==> src/hdl/decode_defs.svh <==
`ifndef DECODE_DEFS_SVH
`define DECODE_DEFS_SVH

// Width of the data path, register contents and immediates.
`define DATA_WIDTH 32

// Width of a register index as encoded in the instruction.
`define REG_ADDR_WIDTH 4

// Registers actually stored in the register file.
`define REG_COUNT 15

// Index that reads back as PC+8 instead of a stored value.
`define PC_REG 15

`endif

==> src/hdl/decodePkg.sv <==
`default_nettype none

`include "decode_defs.svh"

package decodePkg;

	typedef logic [`DATA_WIDTH-1:0]     word;
	typedef logic [`REG_ADDR_WIDTH-1:0] regAddr;
	typedef logic [3:0]                 cond;
	typedef logic [3:0]                 flags;
	typedef logic [3:0]                 aluCtrl;
	typedef logic [1:0]                 immSrc;
	typedef logic [1:0]                 opcode;

	// ALU operation codes shared with the execute stage.
	localparam aluCtrl aluAnd = 4'b0000;
	localparam aluCtrl aluSub = 4'b0010;
	localparam aluCtrl aluAdd = 4'b0100;
	localparam aluCtrl aluCmp = 4'b1010;
	localparam aluCtrl aluOrr = 4'b1100;
	localparam aluCtrl aluMov = 4'b1101;

	// Immediate formats.
	localparam immSrc immDp8     = 2'b00;
	localparam immSrc immMem12   = 2'b01;
	localparam immSrc immBranch  = 2'b10;

	// Instruction classes in bits 27..26.
	localparam opcode opData   = 2'b00;
	localparam opcode opMem    = 2'b01;
	localparam opcode opBranch = 2'b10;

endpackage

`default_nettype wire

==> src/hdl/controlUnit.sv <==
`timescale 1ns/100ps
`default_nettype none

`include "decode_defs.svh"

module controlUnit (
	input  decodePkg::opcode  opcode,
	input  logic [5:0]        funct,
	input  decodePkg::regAddr rd,
	output logic              aluSrc,
	output decodePkg::aluCtrl aluControl,
	output logic              memToReg,
	output logic [1:0]        regSrc,
	output decodePkg::immSrc  immSel,
	output logic              regWrite,
	output logic              branch,
	output logic              pcSrc
);
	import decodePkg::*;

	aluCtrl dpAlu;
	logic   dpWrite;

	// ALU decoder on the command field in funct[4:1].
	always_comb begin
		dpWrite = 1'b1;
		case (funct[4:1])
			aluAdd: dpAlu = aluAdd;
			aluSub: dpAlu = aluSub;
			aluAnd: dpAlu = aluAnd;
			aluOrr: dpAlu = aluOrr;
			aluMov: dpAlu = aluMov;
			aluCmp: begin
				dpAlu   = aluCmp;
				dpWrite = 1'b0;
			end
			default: begin
				dpAlu   = aluAdd;
				dpWrite = 1'b0;
			end
		endcase
	end

	// Main decoder.
	always_comb begin
		aluSrc     = 1'b0;
		aluControl = '0;
		memToReg   = 1'b0;
		regSrc     = 2'b00;
		immSel     = '0;
		regWrite   = 1'b0;
		branch     = 1'b0;
		case (opcode)
			opData: begin
				aluSrc     = funct[5];
				aluControl = dpAlu;
				immSel     = immDp8;
				regWrite   = dpWrite;
			end
			opMem: begin
				aluSrc     = 1'b1;
				aluControl = aluAdd;
				immSel     = immMem12;
				memToReg   = funct[0];
				regWrite   = funct[0];
				// A store needs Rd on the second read port.
				regSrc[1]  = ~funct[0];
			end
			opBranch: begin
				aluSrc     = 1'b1;
				aluControl = aluAdd;
				immSel     = immBranch;
				branch     = 1'b1;
				regSrc[0]  = 1'b1;
			end
			default: ;
		endcase
	end

	// Writing r15 redirects the PC just like a branch.
	assign pcSrc = branch | (regWrite & (rd == regAddr'(`PC_REG)));

endmodule

`default_nettype wire

==> src/hdl/decodeStage.sv <==
`timescale 1ns/100ps
`default_nettype none

`include "decode_defs.svh"

module decodeStage (
	input  logic              clk,
	input  logic              rstN,
	input  logic              regWriteW,
	input  decodePkg::word    instruction,
	input  decodePkg::word    resultW,
	input  decodePkg::word    pcPlus8,
	input  decodePkg::regAddr writeAddrW,
	input  decodePkg::flags   flagsIn,
	output decodePkg::word    rd1E,
	output decodePkg::word    rd2E,
	output decodePkg::word    rd3E,
	output decodePkg::word    extImmE,
	output decodePkg::regAddr writeAddrE,
	output decodePkg::cond    condE,
	output decodePkg::flags   flagsE,
	output decodePkg::aluCtrl aluControlE,
	output logic              regWriteE,
	output logic              memToRegE,
	output logic              branchE,
	output logic              pcSrcE,
	output logic              aluSrcE
);
	import decodePkg::*;

	cond         condD;
	opcode       opD;
	logic [5:0]  functD;
	regAddr      rnD;
	regAddr      rdD;
	regAddr      rsD;
	regAddr      rmD;
	logic [23:0] immFieldD;

	regAddr      ra1D;
	regAddr      ra2D;

	logic        aluSrcD;
	aluCtrl      aluControlD;
	logic        memToRegD;
	logic [1:0]  regSrcD;
	immSrc       immSelD;
	logic        regWriteD;
	logic        branchD;
	logic        pcSrcD;

	word         rd1D;
	word         rd2D;
	word         rd3D;
	word         extImmD;

	// Instruction fields.
	assign condD     = instruction[31:28];
	assign opD       = instruction[27:26];
	assign functD    = instruction[25:20];
	assign rnD       = instruction[19:16];
	assign rdD       = instruction[15:12];
	assign rsD       = instruction[11:8];
	assign rmD       = instruction[3:0];
	assign immFieldD = instruction[23:0];

	// Branches read the PC on port 1, stores read Rd on port 2.
	assign ra1D = regSrcD[0] ? regAddr'(`PC_REG) : rnD;
	assign ra2D = regSrcD[1] ? rdD : rmD;

	controlUnit controlUnit_i (
		.opcode     (opD),
		.funct      (functD),
		.rd         (rdD),
		.aluSrc     (aluSrcD),
		.aluControl (aluControlD),
		.memToReg   (memToRegD),
		.regSrc     (regSrcD),
		.immSel     (immSelD),
		.regWrite   (regWriteD),
		.branch     (branchD),
		.pcSrc      (pcSrcD)
	);

	immExtend immExtend_i (
		.immField (immFieldD),
		.immSel   (immSelD),
		.extImm   (extImmD)
	);

	registerFile registerFile_i (
		.clk        (clk),
		.rstN       (rstN),
		.regWriteW  (regWriteW),
		.addr1      (ra1D),
		.addr2      (ra2D),
		.addr3      (rsD),
		.writeAddrW (writeAddrW),
		.resultW    (resultW),
		.pcPlus8    (pcPlus8),
		.rd1        (rd1D),
		.rd2        (rd2D),
		.rd3        (rd3D)
	);

	pipeDecoExe pipeDecoExe_i (
		.clk         (clk),
		.rstN        (rstN),
		.rd1D        (rd1D),
		.rd2D        (rd2D),
		.rd3D        (rd3D),
		.extImmD     (extImmD),
		.writeAddrD  (rdD),
		.condD       (condD),
		.flagsD      (flagsIn),
		.aluControlD (aluControlD),
		.regWriteD   (regWriteD),
		.memToRegD   (memToRegD),
		.branchD     (branchD),
		.pcSrcD      (pcSrcD),
		.aluSrcD     (aluSrcD),
		.rd1E        (rd1E),
		.rd2E        (rd2E),
		.rd3E        (rd3E),
		.extImmE     (extImmE),
		.writeAddrE  (writeAddrE),
		.condE       (condE),
		.flagsE      (flagsE),
		.aluControlE (aluControlE),
		.regWriteE   (regWriteE),
		.memToRegE   (memToRegE),
		.branchE     (branchE),
		.pcSrcE      (pcSrcE),
		.aluSrcE     (aluSrcE)
	);

endmodule

`default_nettype wire

==> src/hdl/immExtend.sv <==
`timescale 1ns/100ps
`default_nettype none

module immExtend (
	input  logic [23:0]      immField,
	input  decodePkg::immSrc immSel,
	output decodePkg::word   extImm
);
	import decodePkg::*;

	always_comb begin
		case (immSel)
			immDp8: begin
				extImm = {24'b0, immField[7:0]};
			end
			immMem12: begin
				extImm = {20'b0, immField[11:0]};
			end
			immBranch: begin
				// The word offset is sign extended and scaled to bytes.
				extImm = {{6{immField[23]}}, immField, 2'b00};
			end
			default: begin
				extImm = '0;
			end
		endcase
	end

endmodule

`default_nettype wire

==> src/hdl/pipeDecoExe.sv <==
`timescale 1ns/100ps
`default_nettype none

module pipeDecoExe (
	input  logic              clk,
	input  logic              rstN,
	input  decodePkg::word    rd1D,
	input  decodePkg::word    rd2D,
	input  decodePkg::word    rd3D,
	input  decodePkg::word    extImmD,
	input  decodePkg::regAddr writeAddrD,
	input  decodePkg::cond    condD,
	input  decodePkg::flags   flagsD,
	input  decodePkg::aluCtrl aluControlD,
	input  logic              regWriteD,
	input  logic              memToRegD,
	input  logic              branchD,
	input  logic              pcSrcD,
	input  logic              aluSrcD,
	output decodePkg::word    rd1E,
	output decodePkg::word    rd2E,
	output decodePkg::word    rd3E,
	output decodePkg::word    extImmE,
	output decodePkg::regAddr writeAddrE,
	output decodePkg::cond    condE,
	output decodePkg::flags   flagsE,
	output decodePkg::aluCtrl aluControlE,
	output logic              regWriteE,
	output logic              memToRegE,
	output logic              branchE,
	output logic              pcSrcE,
	output logic              aluSrcE
);

	// Every field clears on reset so execute sees a bubble.
	always_ff @(posedge clk) begin
		if (!rstN) begin
			rd1E        <= '0;
			rd2E        <= '0;
			rd3E        <= '0;
			extImmE     <= '0;
			writeAddrE  <= '0;
			condE       <= '0;
			flagsE      <= '0;
			aluControlE <= '0;
			regWriteE   <= 1'b0;
			memToRegE   <= 1'b0;
			branchE     <= 1'b0;
			pcSrcE      <= 1'b0;
			aluSrcE     <= 1'b0;
		end else begin
			rd1E        <= rd1D;
			rd2E        <= rd2D;
			rd3E        <= rd3D;
			extImmE     <= extImmD;
			writeAddrE  <= writeAddrD;
			condE       <= condD;
			flagsE      <= flagsD;
			aluControlE <= aluControlD;
			regWriteE   <= regWriteD;
			memToRegE   <= memToRegD;
			branchE     <= branchD;
			pcSrcE      <= pcSrcD;
			aluSrcE     <= aluSrcD;
		end
	end

endmodule

`default_nettype wire

==> src/hdl/registerFile.sv <==
`timescale 1ns/100ps
`default_nettype none

`include "decode_defs.svh"

module registerFile (
	input  logic              clk,
	input  logic              rstN,
	input  logic              regWriteW,
	input  decodePkg::regAddr addr1,
	input  decodePkg::regAddr addr2,
	input  decodePkg::regAddr addr3,
	input  decodePkg::regAddr writeAddrW,
	input  decodePkg::word    resultW,
	input  decodePkg::word    pcPlus8,
	output decodePkg::word    rd1,
	output decodePkg::word    rd2,
	output decodePkg::word    rd3
);
	import decodePkg::*;

	word regs [`REG_COUNT];

	// r15 is the PC, never the bypass value.
	function automatic word readPort(input regAddr addr);
		if (addr == regAddr'(`PC_REG)) begin
			return pcPlus8;
		end
		if (regWriteW && (addr == writeAddrW)) begin
			return resultW;
		end
		return regs[addr];
	endfunction

	always_ff @(posedge clk) begin
		if (!rstN) begin
			for (int i = 0; i < `REG_COUNT; i++) begin
				regs[i] <= '0;
			end
		end else if (regWriteW && (writeAddrW != regAddr'(`PC_REG))) begin
			regs[writeAddrW] <= resultW;
		end
	end

	// Reads follow the stored registers, the writeback port and PC+8.
	always_comb begin
		rd1 = readPort(addr1);
		rd2 = readPort(addr2);
		rd3 = readPort(addr3);
	end

endmodule

`default_nettype wire

==> config.mk <==
export PLATFORM = sky130hd
export DESIGN_NAME = decodeStage
export DESIGN_NICKNAME = d
export VERILOG_FILES = /design/src/hdl/decodePkg.sv /design/src/hdl/controlUnit.sv /design/src/hdl/decodeStage.sv /design/src/hdl/immExtend.sv /design/src/hdl/pipeDecoExe.sv /design/src/hdl/registerFile.sv
export VERILOG_INCLUDE_DIRS = /design/src /design/src/hdl
export SDC_FILE = /design/constraint.sdc
export NUM_CORES = 2
export LEC_CHECK = 0
export BUFFER_PORTS_ARGS = -buffer_cell sky130_fd_sc_hd__buf_2
export CAP_MARGIN = 20
export CORE_AREA = 5 5 264 266
export CTS_CLUSTER_DIAMETER = 120
export CTS_CLUSTER_SIZE = 14
export DETAILED_ROUTE_END_ITERATION = 12
export DIE_AREA = 0 0 269 271
export PLACE_DENSITY = 0.77
export SYNTH_ARGS = -nofsm -noshare
export SYNTH_HDL_FRONTEND = slang
export SYNTH_HIERARCHICAL = 1
export SYNTH_SLANG_ARGS = --single-unit
==> constraint.sdc <==
create_clock -name clk -period 4.3 [get_ports clk]
set_input_delay 0.86 -clock clk [delete_from_list [all_inputs] [get_ports clk]]
set_output_delay 0.86 -clock clk [all_outputs]
set_load 0.01 [all_outputs]
* Word level (Yosys, flattened, before mapping) *
Memory sizes are Yosys's and may differ from the RTL's.
Cells that the tools add are included.
W data, S select, Z words.

storage, ports and cells
  register bits = 149
  input bits = 107
  output and inout port bits = 149
  memories = 1
  bits in writable memories = 480
  logic and storage cells = 84

cells by class
  reductions and logical operators = 11
  bitwise logic cells = 3
  equality and inequality tests = 17
  muxes and demuxes = 39

memories
  name                 words  bits a word  read ports  clocked after memory_dff  write ports  line                RTL
  registerFile_i.regs  15     32           3           0                         15           registerFile.sv:22  word regs [`REG_COUNT];

operator list
  kind                  number
  $mux W32              13
  $pmux W32 S3          1
  $reduce_or A32 Y1     1
  $eq A4 B4 Y1 const B  7
  $pmux W4 S5           1
  $mux W1               17
  $eq A4 B4 Y1          3
  $mux W4               3
  $pmux W4 S2           1
  $reduce_or A5 Y1      1
  $eq A2 B1 Y1 const B  2
  $eq A2 B2 Y1 const B  2
  $eq A4 B2 Y1 const B  1
  $eq A4 B3 Y1 const B  1
  $logic_and A1 B1 Y1   4
  $logic_not A2 Y1      2
  $logic_not A4 Y1      1
  $ne A4 B4 Y1 const B  1
  $pmux W1 S2           2
  $pmux W2 S2           1
  $reduce_and A2 Y1     1
  $reduce_or A2 Y1      1
  $and A1 B1 Y1         1
  $not A1 Y1            1
  $or A1 B1 Y1          1

* Longest topological paths before layout *
  depth in word-level cells = 9
  depth in mapped cells = 14
  depth with buffers taken out = 10

* By module *
Netlist, hierarchy kept.

modules (own cells, without submodules)
  module        cells an instance  times used  seq. area each (sq um)  area an instance (sq um)
  registerFile  2,254              1           15,374.7                32,517.4
  pipeDecoExe   314                1           2,982.9                 4,070.2
  immExtend     37                 1           0.0                     271.5
  controlUnit   30                 1           0.0                     214.0
  decodeStage   8                  1           0.0                     70.1

* Worst setup path before layout *
Ideal clock, no wire load.

  path kind = in2reg
  from = input port regWriteW
  to = memory registerFile_i/regs[4][0] (netlist bit) (enable)
  path slack = -113 ps
  buffers on the path = 2
  data arrival time = 3,947 ps
  required time = 3,834 ps
  stages on the path = 5
  path through = clkbuf_1 > nand2_1 > or3_1 > clkbuf_1 > o21ai_0

RTL lines
  element      line                RTL
  from (decl)  decodeStage.sv:9    input logic regWriteW,
  to (decl)    registerFile.sv:22

* Worst setup path in the final report *
  from = input port instruction[27]
  to = register pipeDecoExe_i.rd2E[28]

on the way
  longest elaborated chain between the ends = 9

RTL lines
  element               line                RTL
  from (decl)           decodeStage.sv:10   input decodePkg::word instruction,
  $eq A2 B1 Y1 (*)      controlUnit.sv:53   case (opcode)
  $mux W1 (*)           controlUnit.sv:53
  via regSrcD[1]        decodeStage.sv:46   logic [1:0] regSrcD;
  $mux W4 (*)           decodeStage.sv:69   assign ra2D = regSrcD[1] ? rdD : rmD;
  via ra2D[1]           decodeStage.sv:41   regAddr ra2D;
  $eq A4 B4 Y1          registerFile.sv:29  if (regWriteW && (addr == writeAddrW)) begin
  $logic_and A1 B1 Y1   registerFile.sv:29
  $mux W1 (2 in a row)  registerFile.sv:29
  $mux W32              registerFile.sv:32  return regs[addr];
  $mux W32 (*)          registerFile.sv:29
  via rd2D[28]          decodeStage.sv:53   word rd2D;
  to (signal assigned)  pipeDecoExe.sv:53   rd2E <= rd2D;
  to (decl)             pipeDecoExe.sv:21   output decodePkg::word rd2E,

The timed path passes the listed nets; every way through them passes the cells marked *. The select of a mux whose other input is x is not followed.
A chain may end at the register's enable or synchronous reset.

==> results.rst <==
.. list-table::
   :header-rows: 1

   * - Metric
     - Value
   * - Run status
     - completed
   * - H-Tree Level Count
     - 2
   * - Combinational fraction of design power
     - 0.181
   * - Worst-case hold slack
     - 424.1 ps
   * - Post-synth design cell area
     - 37,140 µm²
   * - Leakage power
     - 15.04 nW
   * - Seq cells post-synth
     - 661
   * - GR Overflow Total
     - 0
   * - Share of post-route cells with drive strength above 1
     - 0.3007
   * - Number of hold violations in the final report
     - 0
   * - Maximum fanout count along the critical path
     - 33
   * - GR Util All Layers
     - 0.3281
   * - Sequential power share
     - 0.505
   * - Half-perimeter wire length after detailed placement
     - 75.57 mm
   * - Final net count
     - 2,927
   * - Final Util
     - 0.6161
   * - Clock latency at the later pin of the worst-skew pair
     - 640 ps
   * - Unrepaired setup endpoints after global routing
     - no
   * - Filler Cells Inserted
     - 4,905
   * - Horizontal extent of the die
     - 269 µm
   * - # port buffers
     - 255
   * - Cell area after placement
     - 39,580 µm²
   * - Worst slew margin relative to its limit
     - 0.3621
   * - Switch Pwr
     - 0.004083 W
   * - Initial core utilization
     - 0.5560
   * - Reg-to-reg startpoint
     - registerFile_i/regs[5][11]
   * - Maximum clock skew at final layout
     - 18.65 ps
   * - Final Instance Area
     - 41,150 µm²
   * - Post-Syn Area per Cell
     - 14.05 µm²
   * - Via count of the first global-routing pass
     - 26,670
   * - Count of pins over their slew limit
     - 0
   * - Clock-pin slew on the worst setup and hold paths
     - 70 ps
   * - Core footprint
     - 66,800 µm²
   * - Final critical-path share of the clock period
     - 0.7783
   * - Cell-internal power
     - 0.01101 W
   * - Final-report setup violation count
     - 0
   * - Portion of the post-synthesis area used by sequential elements
     - 0.4942
   * - Cell at the root of the clock tree
     - clkbuf_16
   * - Number of cell rows
     - 95
   * - Total of cells resized after clock tree synthesis
     - 0
   * - Maximum buffer depth of the clock tree
     - 3
   * - Area taken by multi-input logic gates
     - 17,670 µm²
   * - Routed WL
     - 122.4 mm
   * - Number of cell instances on the worst register-to-register path
     - 6
   * - Dominant synthesized flop cell
     - edfxtp_1
   * - Data arrival time of the worst path
     - 3870 ps
   * - Filler-free cell count of the finished design
     - 3,738
   * - Number of enable-type register cells in the synthesized netlist
     - 512
   * - Cells on Worst Hold Path
     - 2
   * - Clock buffers created by TritonCTS
     - 53
   * - Count of antenna-violating nets left after detailed routing
     - 0
   * - Yosys cell types
     - 51
   * - DRC Markers
     - 0
   * - Boundary Pins
     - 256
   * - Number of clock sinks
     - 661
   * - Worst-case hold path end point
     - pipeDecoExe_i/flagsE[3]
   * - Total die area
     - 72,900 µm²
   * - Critical path startpoint category
     - primary input
   * - Number of maximum-capacitance violations
     - 0
   * - Post-detailed-route wirelength per cell
     - 32.74 µm
   * - Internal reg-to-reg setup slack
     - 2280 ps
   * - Data required time of the critical path
     - 4820 ps
   * - Share of power burned in the clock network
     - 0.314
   * - Antenna violations before repair
     - 8
   * - Crit path time final
     - 3347 ps
   * - Total power per unit cell area
     - 366.6 nW/µm²
   * - Detailed Routing Iterations Pass 1
     - 6
   * - Clock tree from TritonCTS
     - done
   * - Hold Buf Count CTS
     - 0
   * - Warnings from Yosys
     - 6
   * - Proportion of total power due to net switching
     - 0.2706
   * - Achievable Freq
     - 0.2988 GHz
   * - Final estimated routing congestion in global placement
     - 0.9451
   * - Die height
     - 271 µm
   * - Global-route wire length before repair
     - 176.0 mm
   * - Area growth from synthesis to layout
     - 10.80%
   * - Gate count of the mapped netlist
     - 2,643
   * - Total setup buffers inserted after CTS
     - 0
   * - Count of routing violations after the opening detailed-route iteration
     - 4,274
   * - Via count
     - 26,660
   * - Startpoint of the lowest-slack hold path
     - flagsIn[3]
   * - Highest ir drop seen on vdd
     - 0.2833 mV
   * - Largest net degree at the start of global routing
     - 134
   * - Hold Path Class
     - primary input to flip-flop
   * - Capturing element type of the critical path
     - flip-flop
   * - Worst slew pin tran
     - 956.8 ps
   * - Instance count after placement with tap cells included
     - 3,633
   * - Via-to-Cell Ratio
     - 7.133
   * - Async set-or-reset flop fraction in the synthesized netlist
     - 0
   * - Area of all sequential standard cells
     - 18,360 µm²
   * - Worst reg2reg path endpoint
     - pipeDecoExe_i/rd1E[11]
   * - Worst Setup Path Type
     - primary input to flip-flop
[cell usage after synthesis, drive strengths merged, types with 2 or more instances]
cell type  count  area, µm²
and2         676       4229
edfxtp       512      15370
mux4         382       8603
clkbuf       158      593.1
dfxtp        149       2983
a211oi       126      945.9
buf          124      884.6
nand2         98      367.9
mux2i         69      690.7
a221o         64      640.6
a22oi         62      465.5
nor2          53      198.9
nor2b         39      244.0
a31oi         31      193.9
o21ai         12      60.06
a22o          10      87.58
nand2b         9      56.30
xor2           9      78.83
nor3           7      40.04
inv            6      22.52
mux2           6      67.56
ha             5      62.56
nand3          5      25.02
a21oi          4      20.02
or2            4      25.02
a31o           3      26.28
and4           3      26.28
xnor2          3      26.28
nand4          2      12.51
[kinds of logic after synthesis]
group,count (synthesis),share of synthesized area
AOI/OAI and AO/OA,317,0.06680
and+or+nand+nor,902,0.1419
xor gates and xnor gates,12,0.002830
buffers and inverters,288,0.04039
other,1,0.0001010
muxes,457,0.2520
DFF,661,0.4942
adders and majority gates,5,0.001684
[flip-flops by register name, summed over array words and instances, names as in the netlist, 4 cells and up]
signal,count
pipeDecoExe_i/rd3E,32
pipeDecoExe_i/rd1E,32
pipeDecoExe_i/flagsE,4
pipeDecoExe_i/condE,4
pipeDecoExe_i/rd2E,32
registerFile_i/regs,512
pipeDecoExe_i/writeAddrE,4
pipeDecoExe_i/extImmE,32
pipeDecoExe_i/aluControlE,4
[area by class of cell]
cell class,instances,area share
sequential,661,0.4461
timing repair buffer,368,0.05925
clock inverter,2,0.0006081
inverter,6,0.0005472
clock buffer,98,0.03736
tap,873,0.02654
multi-input combinational,1725,0.4293
antenna,5,0.0003040
[worst max path at each step]
stage	cells after the start	endpoint	from
after floorplan	5	registerFile_i/regs[4][0]	regWriteW
after global placement	13	pipeDecoExe_i/rd2E[11]	instruction[27]
after detailed placement	13	pipeDecoExe_i/rd2E[8]	instruction[27]
after CTS	13	pipeDecoExe_i/rd2E[10]	instruction[27]
after global routing	13	pipeDecoExe_i/rd2E[6]	instruction[27]
final	12	pipeDecoExe_i/rd2E[28]	instruction[27]
[stage by stage]
step	power [W]	setup slack [ps]	TNS, ps
final	0.01509	953.1	0
after global routing	0.01553	866.2	0
after CTS	0.01506	1072	0
after detailed placement	0.01039	409.8	0
after global placement	0.01031	417.3	0
after floorplan	0.009439	-112.8	-10830
[cell usage in the layout, fill, tap and decap left out, drive strengths merged, types with 31 or more instances in the layout]
cell type,instances
nor2b,39
nor2,53
mux4,382
clkbuf,99
mux2i,69
edfxtp,512
and2,676
conb,32
a22oi,62
nand2,98
a211oi,126
dfxtp,149
a221o,64
a31oi,31
buf,367
[critical path, stage by stage]
cell     delay (ps)
buf_2           100
inv_1            70
ha_1            190
nor2b_1         130
buf_4           150
mux2_8          520
and4_2          330
buf_4           590
nor2_4           70
buf_4           290
a221o_1         340
and2_1          160
[power by group through the flow]
stage	Sequential [W]	Combinational, W	Clock (W)
floorplan	0.00768	0.00176	0
global placement	0.00770	0.00261	0
detailed placement	0.00774	0.00266	0
CTS	0.00760	0.00267	0.00478
global route	0.00765	0.00285	0.00503
finish	0.00763	0.00273	0.00474
[routing by layer]
metal,wire [µm],vias to the layer above,share of wire,track usage
met2,54420,2494,0.44,0.4947
li1,-,10510,-,-
met1,40200,13150,0.33,0.4245
met3,20610,508,0.17,0.1262
met5,25,-,0.00020,0
met4,7139,4,0.058,0.1482
No activity file was read; power rests on OpenSTA's default activity.
